[config.mk]
export PLATFORM = sky130hd
export DESIGN_NAME = dzcpuTop
export DESIGN_NICKNAME = d
export VERILOG_FILES = /design/src/design/dzcpuPkg.sv /design/src/design/microcodeRom.sv /design/src/design/flowSequencer.sv /design/src/design/uopDecoder.sv /design/src/design/registerFile.sv /design/src/design/z80Alu.sv /design/src/design/dzcpuTop.sv
export VERILOG_INCLUDE_DIRS = /design/src /design/src/design
export SDC_FILE = /design/constraint.sdc
export NUM_CORES = 1
export LEC_CHECK = 0
export BUFFER_PORTS_ARGS = -buffer_cell sky130_fd_sc_hd__clkbuf_2
export CAP_MARGIN = 20
export CORE_MARGIN = 10
export CORE_UTILIZATION = 55
export CTS_CLUSTER_DIAMETER = 80
export CTS_CLUSTER_SIZE = 16
export DETAILED_ROUTE_END_ITERATION = 7
export PLACE_DENSITY_LB_ADDON = 0.08
export SYNTH_ARGS = -nofsm -noshare
export SYNTH_HDL_FRONTEND = slang
export SYNTH_SLANG_ARGS = --single-unit
[constraint.sdc]
create_clock -name iClock -period 4.6 [get_ports iClock]
set_input_delay 0.69 -clock iClock [delete_from_list [all_inputs] [get_ports iClock]]
set_output_delay 0.69 -clock iClock [all_outputs]
set_load 0.01 [all_outputs]
[src/design/dzcpu_defs.svh]
`ifndef DZCPU_DEFS_SVH
`define DZCPU_DEFS_SVH

// Datapath widths
`define DATA_W 8
`define ADDR_W 16
`define UPC_W 6
`define UOP_W 16

`define PC_RESET 16'h0000
`define FLAGS_RESET 8'hB0 // Z, H and C set

`define FLAG_Z 7
`define FLAG_N 6
`define FLAG_H 5
`define FLAG_C 4

// Micro-op layout {cmd, eof, ipc, 2'b00, operand}
`define UOP_CMD_MSB 15
`define UOP_CMD_LSB 11
`define UOP_EOF_MSB 10
`define UOP_EOF_LSB 8
`define UOP_IPC 7
`define UOP_OPR_MSB 4
`define UOP_OPR_LSB 0

// Register write-back source
`define RES_MEM 2'd0
`define RES_ALU 2'd1
`define RES_REG 2'd2

// Flow entry points in the microcode ROM
`define FLOW_NOP 6'd0
`define FLOW_LDRN 6'd1
`define FLOW_ALU 6'd4
`define FLOW_LDHLA 6'd5
`define FLOW_LDAHL 6'd8
`define FLOW_JP 6'd11
`define FLOW_JPNZ 6'd15
`define FLOW_JPZ 6'd20
`define FLOW_JPNC 6'd25
`define FLOW_JPC 6'd30

`endif

[src/design/dzcpuPkg.sv]
`default_nettype none

package dzcpuPkg;

  typedef enum logic [1:0] {
    afterReset,
    startFlow,
    runFlow,
    endFlow
  } flowState;

  typedef enum logic [4:0] {
    nop,
    sma,    // Set memory address, request read
    srm,    // Store read data into a register
    smw,    // Memory write
    aluOp,  // Move or ALU op of the latched opcode
    spc     // Load PC from a register pair
  } uopCmd;

  typedef enum logic [2:0] {
    eofNone,
    eofAlways,
    eofIfC,
    eofIfNc,
    eofIfZ,
    eofIfNz
  } eofCond;

  // Low eight follow the opcode register field
  typedef enum logic [4:0] {
    b, c, d, e, h, l, hl, a,
    pc,
    x8,
    y8,
    xy
  } regSel;

endpackage

`default_nettype wire

[src/design/microcodeRom.sv]
`timescale 1ns/1ps
`default_nettype none
`include "dzcpu_defs.svh"

module microcodeRom import dzcpuPkg::*;
(
  input  logic [`UPC_W-1:0] upc,
  output logic [`UOP_W-1:0] uop
);

  function automatic logic [`UOP_W-1:0] mkUop(uopCmd cmd, eofCond cond, logic ipc, regSel opr);
    logic [`UOP_W-1:0] word;
    word = '0;
    word[`UOP_CMD_MSB:`UOP_CMD_LSB] = cmd;
    word[`UOP_EOF_MSB:`UOP_EOF_LSB] = cond;
    word[`UOP_IPC]                  = ipc;
    word[`UOP_OPR_MSB:`UOP_OPR_LSB] = opr;
    return word;
  endfunction

  // Every flow leaves the address select on pc
  always_comb
  begin
    case (upc)
      `FLOW_NOP:          uop = mkUop(sma, eofAlways, 1'b1, pc);
      `FLOW_LDRN:         uop = mkUop(sma, eofNone, 1'b1, pc);
      `FLOW_LDRN + 6'd1:  uop = mkUop(srm, eofNone, 1'b0, x8);      // Immediate
      `FLOW_LDRN + 6'd2:  uop = mkUop(aluOp, eofAlways, 1'b1, x8);
      `FLOW_ALU:          uop = mkUop(aluOp, eofAlways, 1'b1, a);
      `FLOW_LDHLA:        uop = mkUop(sma, eofNone, 1'b0, hl);
      `FLOW_LDHLA + 6'd1: uop = mkUop(smw, eofNone, 1'b0, a);
      `FLOW_LDHLA + 6'd2: uop = mkUop(sma, eofAlways, 1'b1, pc);
      `FLOW_LDAHL:        uop = mkUop(sma, eofNone, 1'b0, hl);
      `FLOW_LDAHL + 6'd1: uop = mkUop(srm, eofNone, 1'b0, a);
      `FLOW_LDAHL + 6'd2: uop = mkUop(sma, eofAlways, 1'b1, pc);
      // JP nn, low byte first
      `FLOW_JP:           uop = mkUop(sma, eofNone, 1'b1, pc);
      `FLOW_JP + 6'd1:    uop = mkUop(srm, eofNone, 1'b1, y8);
      `FLOW_JP + 6'd2:    uop = mkUop(srm, eofNone, 1'b1, x8);
      `FLOW_JP + 6'd3:    uop = mkUop(spc, eofAlways, 1'b0, xy);
      // Conditional jumps end early on the inverse condition
      `FLOW_JPNZ:         uop = mkUop(sma, eofNone, 1'b1, pc);
      `FLOW_JPNZ + 6'd1:  uop = mkUop(srm, eofNone, 1'b1, y8);
      `FLOW_JPNZ + 6'd2:  uop = mkUop(srm, eofNone, 1'b1, x8);
      `FLOW_JPNZ + 6'd3:  uop = mkUop(nop, eofIfZ, 1'b0, xy);
      `FLOW_JPNZ + 6'd4:  uop = mkUop(spc, eofAlways, 1'b0, xy);
      `FLOW_JPZ:          uop = mkUop(sma, eofNone, 1'b1, pc);
      `FLOW_JPZ + 6'd1:   uop = mkUop(srm, eofNone, 1'b1, y8);
      `FLOW_JPZ + 6'd2:   uop = mkUop(srm, eofNone, 1'b1, x8);
      `FLOW_JPZ + 6'd3:   uop = mkUop(nop, eofIfNz, 1'b0, xy);
      `FLOW_JPZ + 6'd4:   uop = mkUop(spc, eofAlways, 1'b0, xy);
      `FLOW_JPNC:         uop = mkUop(sma, eofNone, 1'b1, pc);
      `FLOW_JPNC + 6'd1:  uop = mkUop(srm, eofNone, 1'b1, y8);
      `FLOW_JPNC + 6'd2:  uop = mkUop(srm, eofNone, 1'b1, x8);
      `FLOW_JPNC + 6'd3:  uop = mkUop(nop, eofIfC, 1'b0, xy);
      `FLOW_JPNC + 6'd4:  uop = mkUop(spc, eofAlways, 1'b0, xy);
      `FLOW_JPC:          uop = mkUop(sma, eofNone, 1'b1, pc);
      `FLOW_JPC + 6'd1:   uop = mkUop(srm, eofNone, 1'b1, y8);
      `FLOW_JPC + 6'd2:   uop = mkUop(srm, eofNone, 1'b1, x8);
      `FLOW_JPC + 6'd3:   uop = mkUop(nop, eofIfNc, 1'b0, xy);
      `FLOW_JPC + 6'd4:   uop = mkUop(spc, eofAlways, 1'b0, xy);
      default:            uop = mkUop(nop, eofAlways, 1'b0, pc); // Stray entry ends the flow
    endcase
  end

endmodule

`default_nettype wire

[src/design/flowSequencer.sv]
`timescale 1ns/1ps
`default_nettype none
`include "dzcpu_defs.svh"

module flowSequencer import dzcpuPkg::*;
(
  input  logic               iClock,
  input  logic               rst,
  input  logic [`DATA_W-1:0] iMCUData,
  input  logic               flagZ,
  input  logic               flagC,
  output logic [`UOP_W-1:0]  uop,
  output logic               flowEnable,
  output logic [`DATA_W-1:0] insn,
  output logic               eof
);

  flowState           state;
  flowState           nextState;
  logic [`UPC_W-1:0]  upc;
  logic [`UPC_W-1:0]  flowStart;
  logic               eofHit;

  microcodeRom romI (.upc(upc), .uop(uop));

  // ----------------------------------------------------------
  // Opcode to flow entry
  always_comb
  begin
    casez (iMCUData)
      8'h77:      flowStart = `FLOW_LDHLA;
      8'h7E:      flowStart = `FLOW_LDAHL;
      8'b01??????: flowStart = (iMCUData[5:3] != 3'b110 && iMCUData[2:0] != 3'b110) ?
                               `FLOW_ALU : `FLOW_NOP;
      8'b00???110: flowStart = (iMCUData[5:3] != 3'b110) ? `FLOW_LDRN : `FLOW_NOP;
      8'b10??????: flowStart = (iMCUData[2:0] != 3'b110 &&
                                iMCUData[5:3] inside {3'b000, 3'b010, 3'b100, 3'b101, 3'b110}) ?
                               `FLOW_ALU : `FLOW_NOP; // No ADC, SBC, CP
      8'hC3:      flowStart = `FLOW_JP;
      8'hC2:      flowStart = `FLOW_JPNZ;
      8'hCA:      flowStart = `FLOW_JPZ;
      8'hD2:      flowStart = `FLOW_JPNC;
      8'hDA:      flowStart = `FLOW_JPC;
      default:    flowStart = `FLOW_NOP;
    endcase
  end

  always_comb
  begin
    case (eofCond'(uop[`UOP_EOF_MSB:`UOP_EOF_LSB]))
      eofAlways: eofHit = 1'b1;
      eofIfC:    eofHit = flagC;
      eofIfNc:   eofHit = ~flagC;
      eofIfZ:    eofHit = flagZ;
      eofIfNz:   eofHit = ~flagZ;
      default:   eofHit = 1'b0;
    endcase
  end

  assign flowEnable = (state == runFlow);
  assign eof        = flowEnable & eofHit;

  // ----------------------------------------------------------
  // Flow FSM
  always_comb
  begin
    case (state)
      afterReset: nextState = startFlow;
      startFlow:  nextState = runFlow;
      runFlow:    nextState = eof ? endFlow : runFlow;
      default:    nextState = startFlow;
    endcase
  end

  always_ff @(posedge iClock)
  begin
    if (rst)
    begin
      state <= afterReset;
      upc   <= '0;
      insn  <= '0;
    end
    else
    begin
      state <= nextState;
      if (state == startFlow)
      begin
        upc  <= flowStart;
        insn <= iMCUData; // Opcode at current PC
      end
      else if (flowEnable)
        upc <= upc + 1'b1;
    end
  end

  runFromStart: assert property (@(posedge iClock) disable iff (rst)
    (state == runFlow && $past(state) != runFlow) |-> $past(state) == startFlow)
    else $error("runFlow entered without an opcode fetch");

endmodule

`default_nettype wire

[src/design/uopDecoder.sv]
`timescale 1ns/1ps
`default_nettype none
`include "dzcpu_defs.svh"

module uopDecoder import dzcpuPkg::*;
(
  input  logic [`UOP_W-1:0]  uop,
  input  logic [`DATA_W-1:0] insn,
  input  logic               flowEnable,
  output regSel              regRead,
  output regSel              regWrite,
  output logic               regWe,
  output logic [1:0]         resultSel,
  output logic               pcInc,
  output logic               pcLoad,
  output logic               addrLoad,
  output logic               readRequest,
  output logic               memWe
);

  uopCmd cmd;
  regSel operand;
  logic  isArith;

  assign cmd     = uopCmd'(uop[`UOP_CMD_MSB:`UOP_CMD_LSB]);
  assign operand = regSel'(uop[`UOP_OPR_MSB:`UOP_OPR_LSB]);
  assign isArith = (insn[7:6] == 2'b10);

  always_comb
  begin
    regRead     = operand;
    regWrite    = operand;
    regWe       = 1'b0;
    resultSel   = `RES_MEM;
    pcInc       = flowEnable & uop[`UOP_IPC];
    pcLoad      = 1'b0;
    addrLoad    = 1'b0;
    readRequest = 1'b0;
    memWe       = 1'b0;
    case (cmd)
      sma:
      begin
        addrLoad    = flowEnable;
        readRequest = flowEnable;
      end
      srm:     regWe = flowEnable;
      smw:     memWe = flowEnable;
      aluOp:
      begin
        // Field 6 means the byte fetched into x8
        regRead   = (insn[2:0] == 3'b110) ? x8 : regSel'({2'b00, insn[2:0]});
        regWrite  = isArith ? a : regSel'({2'b00, insn[5:3]});
        regWe     = flowEnable;
        resultSel = isArith ? `RES_ALU : `RES_REG;
      end
      spc:     pcLoad = flowEnable;
      default: ;
    endcase
  end

endmodule

`default_nettype wire

[src/design/registerFile.sv]
`timescale 1ns/1ps
`default_nettype none
`include "dzcpu_defs.svh"

module registerFile import dzcpuPkg::*;
(
  input  logic               iClock,
  input  logic               rst,
  input  regSel              regRead,
  input  regSel              regWrite,
  input  logic               regWe,
  input  logic [`DATA_W-1:0] writeData,
  input  logic               pcInc,
  input  logic               pcLoad,
  input  logic               addrLoad,
  input  logic               readRequest,
  input  logic               memWe,
  output logic [`DATA_W-1:0] regData,
  output logic [`DATA_W-1:0] aData,
  output logic [`ADDR_W-1:0] addr,
  output logic [`DATA_W-1:0] memData,
  output logic               readRequestOut,
  output logic               memWeOut
);

  logic [`DATA_W-1:0] bReg, cReg, dReg, eReg, hReg, lReg, aReg, x8Reg, y8Reg;
  logic [`ADDR_W-1:0] pcReg;
  logic [`ADDR_W-1:0] pcSource;
  regSel              addrSel;
  logic               readReqReg;

  function automatic logic [`DATA_W-1:0] byteOf(regSel sel);
    case (sel)
      b:       return bReg;
      c:       return cReg;
      d:       return dReg;
      e:       return eReg;
      h:       return hReg;
      l:       return lReg;
      hl:      return lReg;
      a:       return aReg;
      pc:      return pcReg[`DATA_W-1:0];
      x8:      return x8Reg;
      y8:      return y8Reg;
      xy:      return y8Reg;
      default: return '0;
    endcase
  endfunction

  function automatic logic [`ADDR_W-1:0] pairOf(regSel sel);
    case (sel)
      hl:      return {hReg, lReg};
      xy:      return {x8Reg, y8Reg}; // Jump target
      pc:      return pcReg;
      default: return {{(`ADDR_W-`DATA_W){1'b0}}, byteOf(sel)};
    endcase
  endfunction

  always_comb
  begin
    regData  = byteOf(regRead);
    pcSource = pairOf(regRead);
    addr     = pairOf(addrSel);
  end

  assign aData          = aReg;
  assign memData        = regData;
  assign memWeOut       = memWe;
  assign readRequestOut = readReqReg & ~memWe;

  // ----------------------------------------------------------
  always_ff @(posedge iClock)
  begin
    if (regWe)
    begin
      case (regWrite)
        b:       bReg <= writeData;
        c:       cReg <= writeData;
        d:       dReg <= writeData;
        e:       eReg <= writeData;
        h:       hReg <= writeData;
        l:       lReg <= writeData;
        a:       aReg <= writeData;
        x8:      x8Reg <= writeData;
        y8:      y8Reg <= writeData;
        default: ;
      endcase
    end
  end

  always_ff @(posedge iClock)
  begin
    if (rst)
    begin
      pcReg      <= `PC_RESET;
      addrSel    <= pc;
      readReqReg <= 1'b0;
    end
    else
    begin
      if (pcLoad)
        pcReg <= pcSource;
      else if (pcInc)
        pcReg <= pcReg + 1'b1;
      if (addrLoad)
        addrSel <= regRead;
      if (!memWe)
        readReqReg <= readRequest; // Held across a write
    end
  end

  pcOneSource: assert property (@(posedge iClock) disable iff (rst) !(pcLoad && pcInc))
    else $error("PC load and increment in the same micro-op");

endmodule

`default_nettype wire

[src/design/z80Alu.sv]
`timescale 1ns/1ps
`default_nettype none
`include "dzcpu_defs.svh"

module z80Alu
(
  input  logic               iClock,
  input  logic               rst,
  input  logic [`DATA_W-1:0] insn,
  input  logic [`DATA_W-1:0] regData,
  input  logic [`DATA_W-1:0] aData,
  input  logic               flowEnable,
  input  logic               aluUpdate,
  output logic [`DATA_W-1:0] aluResult,
  output logic               flagZ,
  output logic               flagC
);

  logic [`DATA_W-1:0] flags;
  logic [`DATA_W-1:0] flagsNext;
  logic [`DATA_W:0]   sum;
  logic [`DATA_W:0]   diff;
  logic [4:0]         halfSum;
  logic               halfBorrow;
  logic               isArith;

  assign sum        = {1'b0, aData} + {1'b0, regData};
  assign diff       = {1'b0, aData} - {1'b0, regData};
  assign halfSum    = {1'b0, aData[3:0]} + {1'b0, regData[3:0]};
  assign halfBorrow = (aData[3:0] < regData[3:0]);

  always_comb
  begin
    aluResult = regData; // Moves pass the operand
    isArith   = (insn[7:6] == 2'b10);
    flagsNext = '0;
    if (isArith)
    begin
      case (insn[5:3])
        3'b000:
        begin
          aluResult          = sum[`DATA_W-1:0];
          flagsNext[`FLAG_H] = halfSum[4];
          flagsNext[`FLAG_C] = sum[`DATA_W];
        end
        3'b010:
        begin
          aluResult          = diff[`DATA_W-1:0];
          flagsNext[`FLAG_N] = 1'b1;
          flagsNext[`FLAG_H] = halfBorrow;
          flagsNext[`FLAG_C] = diff[`DATA_W]; // Borrow
        end
        3'b100:
        begin
          aluResult          = aData & regData;
          flagsNext[`FLAG_H] = 1'b1;
        end
        3'b101:  aluResult = aData ^ regData;
        3'b110:  aluResult = aData | regData;
        default: isArith = 1'b0;
      endcase
    end
    flagsNext[`FLAG_Z] = (aluResult == '0);
  end

  always_ff @(posedge iClock)
  begin
    if (rst)
      flags <= `FLAGS_RESET;
    else if (flowEnable && aluUpdate && isArith)
      flags <= flagsNext;
  end

  assign flagZ = flags[`FLAG_Z];
  assign flagC = flags[`FLAG_C];

endmodule

`default_nettype wire

[src/design/dzcpuTop.sv]
`timescale 1ns/1ps
`default_nettype none
`include "dzcpu_defs.svh"

module dzcpuTop import dzcpuPkg::*;
(
  input  logic               iClock,
  input  logic               rst,
  input  logic [`DATA_W-1:0] iMCUData,
  output logic [`DATA_W-1:0] oMCUData,
  output logic [`ADDR_W-1:0] oMCUAddr,
  output logic               oMcuReadRequest,
  output logic               oMCUwe,
  output logic [`DATA_W-1:0] oCurrentZ80Insn,
  output logic               oEof,
  output logic               oBranchTaken
);

  logic [`UOP_W-1:0]  uop;
  logic               flowEnable;
  logic [`DATA_W-1:0] insn;
  logic               flagZ;
  logic               flagC;
  regSel              regRead;
  regSel              regWrite;
  logic               regWe;
  logic [1:0]         resultSel;
  logic               pcInc;
  logic               pcLoad;
  logic               addrLoad;
  logic               readRequest;
  logic               memWe;
  logic [`DATA_W-1:0] regData;
  logic [`DATA_W-1:0] aData;
  logic [`DATA_W-1:0] aluResult;
  logic [`DATA_W-1:0] writeData;
  logic               aluUpdate;

  // Write-back source
  assign writeData = (resultSel == `RES_MEM) ? iMCUData :
                     (resultSel == `RES_ALU) ? aluResult : regData;
  assign aluUpdate = regWe && (resultSel == `RES_ALU);

  assign oCurrentZ80Insn = insn;
  assign oBranchTaken    = pcLoad;

  flowSequencer seqI (.*, .eof(oEof));

  uopDecoder decI (.*);

  registerFile regsI (
    .*,
    .addr           (oMCUAddr),
    .memData        (oMCUData),
    .readRequestOut (oMcuReadRequest),
    .memWeOut       (oMCUwe)
  );

  z80Alu aluI (.*);

endmodule

`default_nettype wire

==> impl_metrics.json <==
{
  "critical_path.most_common_cell": "sky130_fd_sc_hd__buf_4",
  "synthesis.yosys.warnings": 0,
  "p_leak_nw": 4.29,
  "globalRouteTotalUtil": 0.285,
  "drt_first_pass_iters": 6,
  "synth.avg_cell_area_um2": 8.62,
  "clock_latency_ps": 430,
  "cts-buffers-inserted": 17,
  "clk_transition_reported_paths_ps": 50,
  "antenna-diode-count": 0,
  "grt_max_degree": 40,
  "globalRouteOverflowTotal": 0,
  "design.portCount": 46,
  "p_sw_mw": 2.35,
  "design.final.nets": 1209,
  "post_syn_nets": 1062,
  "largest_register_ffs": 16,
  "synth_area_in_simple_gates": 0.202,
  "timing.critical_path.cells": "buf_4 > nor3b_4 > buf_6 > buf_12 > mux2_2 > buf_4 > buf_4 > a32oi_2 > nor2_1 > nor4_2 > and2_2 > ha_1 > a21o_1 > a31o_2 > buf_4 > o221ai_2 > o22ai_2 > o21ai_4 > buf_6",
  "synthCells": 1011,
  "synthDominantAreaCellType": "sky130_fd_sc_hd__edfxtp_1",
  "timing.hold.worst_path_depth": 2,
  "fin_worst_skew_ps": 16.1,
  "cts_tree": "built",
  "htree_levels": 4,
  "number_of_antenna_violations_at_the_first_check_in_global_routing": 0,
  "layout_min_cycle_time_ps": 4530,
  "synthFlopType": "sky130_fd_sc_hd__edfxtp_1",
  "layoutNonFillerInstCount": 1382,
  "floorplan.die.width_um": 146,
  "worst_r2r_path_depth": 19,
  "seq_area_mm2": 0.00316,
  "drtAntennaViolNets": 0,
  "timing.critical_path.buf_inv": 7,
  "yosysSeqAreaShare": 0.363,
  "sw_frac_of_total": 0.406,
  "timing.critical_path.depth": 19,
  "hold_viol": 0,
  "cp_slowest_stage_delay_ps": 420,
  "drive_gt1_frac": 0.254,
  "min_path_type": "reg -> reg",
  "cp-start-kind": "flop",
  "timing.critical_path.max_delay_family": "compound AO/OA/AOI/OAI gates",
  "port_buffers": 45,
  "multiInputGateArea_mm2": 0.00533,
  "first_global_vias": 8108,
  "max_clock_freq_mhz": 221,
  "drt-vias-per-instance": 6.48,
  "syn_area_mm2": 0.00871,
  "combinationalPowerShare": 0.522,
  "synth_cell_types": 78,
  "via_total_after_detailed_routing": 8956,
  "fin_crit_sh": 0.985,
  "1st_iter_drt_viols": 1094,
  "area_growth_pct": 25.3,
  "cts_root_buf": "sky130_fd_sc_hd__clkbuf_16",
  "gp_congestion": 1.04,
  "final_cell_mix": "sky130_fd_sc_hd__buf_4 (135), sky130_fd_sc_hd__nand2_1 (107), sky130_fd_sc_hd__nor2_1 (96)",
  "result_of_the_run": "finished clean",
  "placed_cell_area_mm2": 0.0100,
  "final_area_mm2": 0.0109,
  "wl_mm": 31.6,
  "yosys_top_cell_area_share": 0.248,
  "finalSetupViolations": 0,
  "clockPowerShare": 0.241,
  "synth_top_family_by_area": "compound AO/OA/AOI/OAI gates",
  "hpwl_reported_at_the_end_of_detailed_placement_mm": 23.5,
  "max_slew_margin": 0.317,
  "slew_at_the_pin_closest_to_its_max_slew_limit_ps": 1020,
  "slew_viol_final": 0,
  "die_area_mm2": 0.0213,
  "placedCellCount": 1346,
  "p_per_area_mw_per_mm2": 530,
  "synth.mux.area_fraction": 0.0734,
  "netlist_top_cells_area": "sky130_fd_sc_hd__edfxtp_1 (25%), sky130_fd_sc_hd__dfxtp_1 (11%), sky130_fd_sc_hd__ha_1 (5.6%)",
  "critical-path-slowest-cell": "sky130_fd_sc_hd__nor4_2",
  "synth_enable_flop_cells": 72,
  "synth-xor-area-share": 0.00905,
  "compound_cell_area_share_of_the_yosys_netlist": 0.243,
  "worst-setup-path-type": "reg -> reg",
  "drc": 0,
  "synth_async_sr_flop_share": 0,
  "core_area_mm2": 0.0154,
  "post_drt_wl_per_cell_um": 22.9,
  "crit_required_ps": 4880,
  "first_pass_grt_wire_length_mm": 47.9,
  "cts.sink_count": 122,
  "timing.max_cap.violations": 0,
  "synth-seq-cells": 122,
  "max-vdd-ir-drop_v": 0.000536,
  "cp-end-kind": "flop",
  "critical_path_arrival_ps": 4810,
  "power.share.sequential": 0.237,
  "chipHeight_um": 146,
  "layout_commonest_cell": "sky130_fd_sc_hd__buf_4",
  "synth_adder_area_share": 0.0606,
  "floorplan.rows": 45,
  "max-clock-path-buffers": 2,
  "fill_cell_total_of_the_finished_layout": 1223,
  "worst-path-max-fanout": 7,
  "initial_cell_density_of_the_core": 0.567,
  "cellInternalPower_mw": 3.43,
  "max_flop_register": "regsI.pcReg"
}
timing repair:
| item | 4_1_cts | 5_1_grt |
|---|---|---|
| hold buffers | 0 | 0 |
| gates resized for setup | 16 | 41 |
| endpoints found under the hold margin | 0 | 0 |
| pin swaps | 4 | 25 |
| buffers inserted | 1 | 3 |
| endpoints found under the setup margin | 27 | 38 |
| gates cloned | 1 | 0 |
worst paths after layout:
| check | start | to | slack (ps) |
|---|---|---|---|
| worst min-delay path | regsI.readReqReg | regsI.readReqReg | 520 |
| worst min register to register | regsI.readReqReg | regsI.readReqReg | 520 |
| worst max register to register | seqI.romI.uop[12] | regsI.aData[7] | 70 |
| worst max-delay path | seqI.romI.uop[12] | regsI.aData[7] | 70 |
layout make-up:
| class | count | area share |
|---|---|---|
| Sequential cell | 122 | 0.290 |
| Clock buffer | 17 | 0.0390 |
| Tap cell | 211 | 0.0242 |
| Multi-Input combinational cell | 778 | 0.489 |
| Inverter | 52 | 0.0179 |
| Timing Repair Buffer | 187 | 0.123 |
| Clock inverter | 15 | 0.0173 |
tightest hold or removal path, stage by stage (launching register included):
cell,delay [ps]
sky130_fd_sc_hd__dfxtp_1,290
sky130_fd_sc_hd__inv_1,90
sky130_fd_sc_hd__a2111oi_0,90
power by group through the flow:
stage | combinational (mW) | sequential [mW] | clock [mW]
after floorplan | 1.71 | 1.34 | 0
after global placement | 2.78 | 1.38 | 0
after detailed placement | 2.78 | 1.39 | 0
after CTS | 2.84 | 1.36 | 1.40
after global routing | 3.25 | 1.38 | 1.45
final | 3.02 | 1.37 | 1.39
synth_stat cells, types with 6 or more instances:
cell,n
sky130_fd_sc_hd__inv_1,50
sky130_fd_sc_hd__buf_1,7
sky130_fd_sc_hd__or2_2,6
sky130_fd_sc_hd__a22oi_1,27
sky130_fd_sc_hd__nor3_1,22
sky130_fd_sc_hd__a21oi_1,57
sky130_fd_sc_hd__xnor2_1,6
sky130_fd_sc_hd__nand3b_1,9
sky130_fd_sc_hd__a32oi_1,11
sky130_fd_sc_hd__and2_1,12
sky130_fd_sc_hd__nor2_1,97
sky130_fd_sc_hd__clkbuf_1,46
sky130_fd_sc_hd__a22o_1,6
sky130_fd_sc_hd__o211ai_1,14
sky130_fd_sc_hd__nand3_1,37
sky130_fd_sc_hd__a31oi_1,8
sky130_fd_sc_hd__ha_1,39
sky130_fd_sc_hd__a221oi_1,11
sky130_fd_sc_hd__nand4_1,8
sky130_fd_sc_hd__o21ai_0,72
sky130_fd_sc_hd__nor2b_1,20
sky130_fd_sc_hd__and3_1,7
sky130_fd_sc_hd__mux4_2,6
sky130_fd_sc_hd__mux2_2,16
sky130_fd_sc_hd__nand2_1,109
sky130_fd_sc_hd__dfxtp_1,50
sky130_fd_sc_hd__a211oi_1,17
sky130_fd_sc_hd__o221ai_1,6
sky130_fd_sc_hd__nand2b_1,17
sky130_fd_sc_hd__edfxtp_1,72
sky130_fd_sc_hd__mux2i_1,31
sky130_fd_sc_hd__o22ai_1,10
sky130_fd_sc_hd__a21o_1,7
per-layer routing:
layer,track usage,vias up,share of wire
met2,0.428,589,0.44
li1,-,4075,-
met5,0,-,0
met1,0.382,4195,0.40
met3,0.0692,97,0.12
met4,0.120,0,0.041
stage by stage:
stage                util  setup slack, ps  hold WS, ps  setup TNS, ps  total power [mW]
floorplan               -             86.9          451              0              3.05
global placement    0.653             -273          516          -3920              4.16
detailed placement  0.653             -439          504          -6330              4.17
CTS                 0.699             10.1          513              0              5.60
global route        0.710            -33.3          545           -533              6.08
finish              0.710             68.7          523              0              5.79
logic make-up (layout without fill, tap and decap cells):
family / after synthesis / count (layout)
AO/OA/AOI/OAI: 307 / 307
XOR/XNOR: 9 / 9
adder cells (fa/ha/maj): 41 / 41
buffers and inverters: 111 / 271
flip-flops: 122 / 122
multiplexers: 54 / 54
AND/OR/NAND/NOR: 367 / 367
Note: power is estimated with default switching activity, not from simulation.
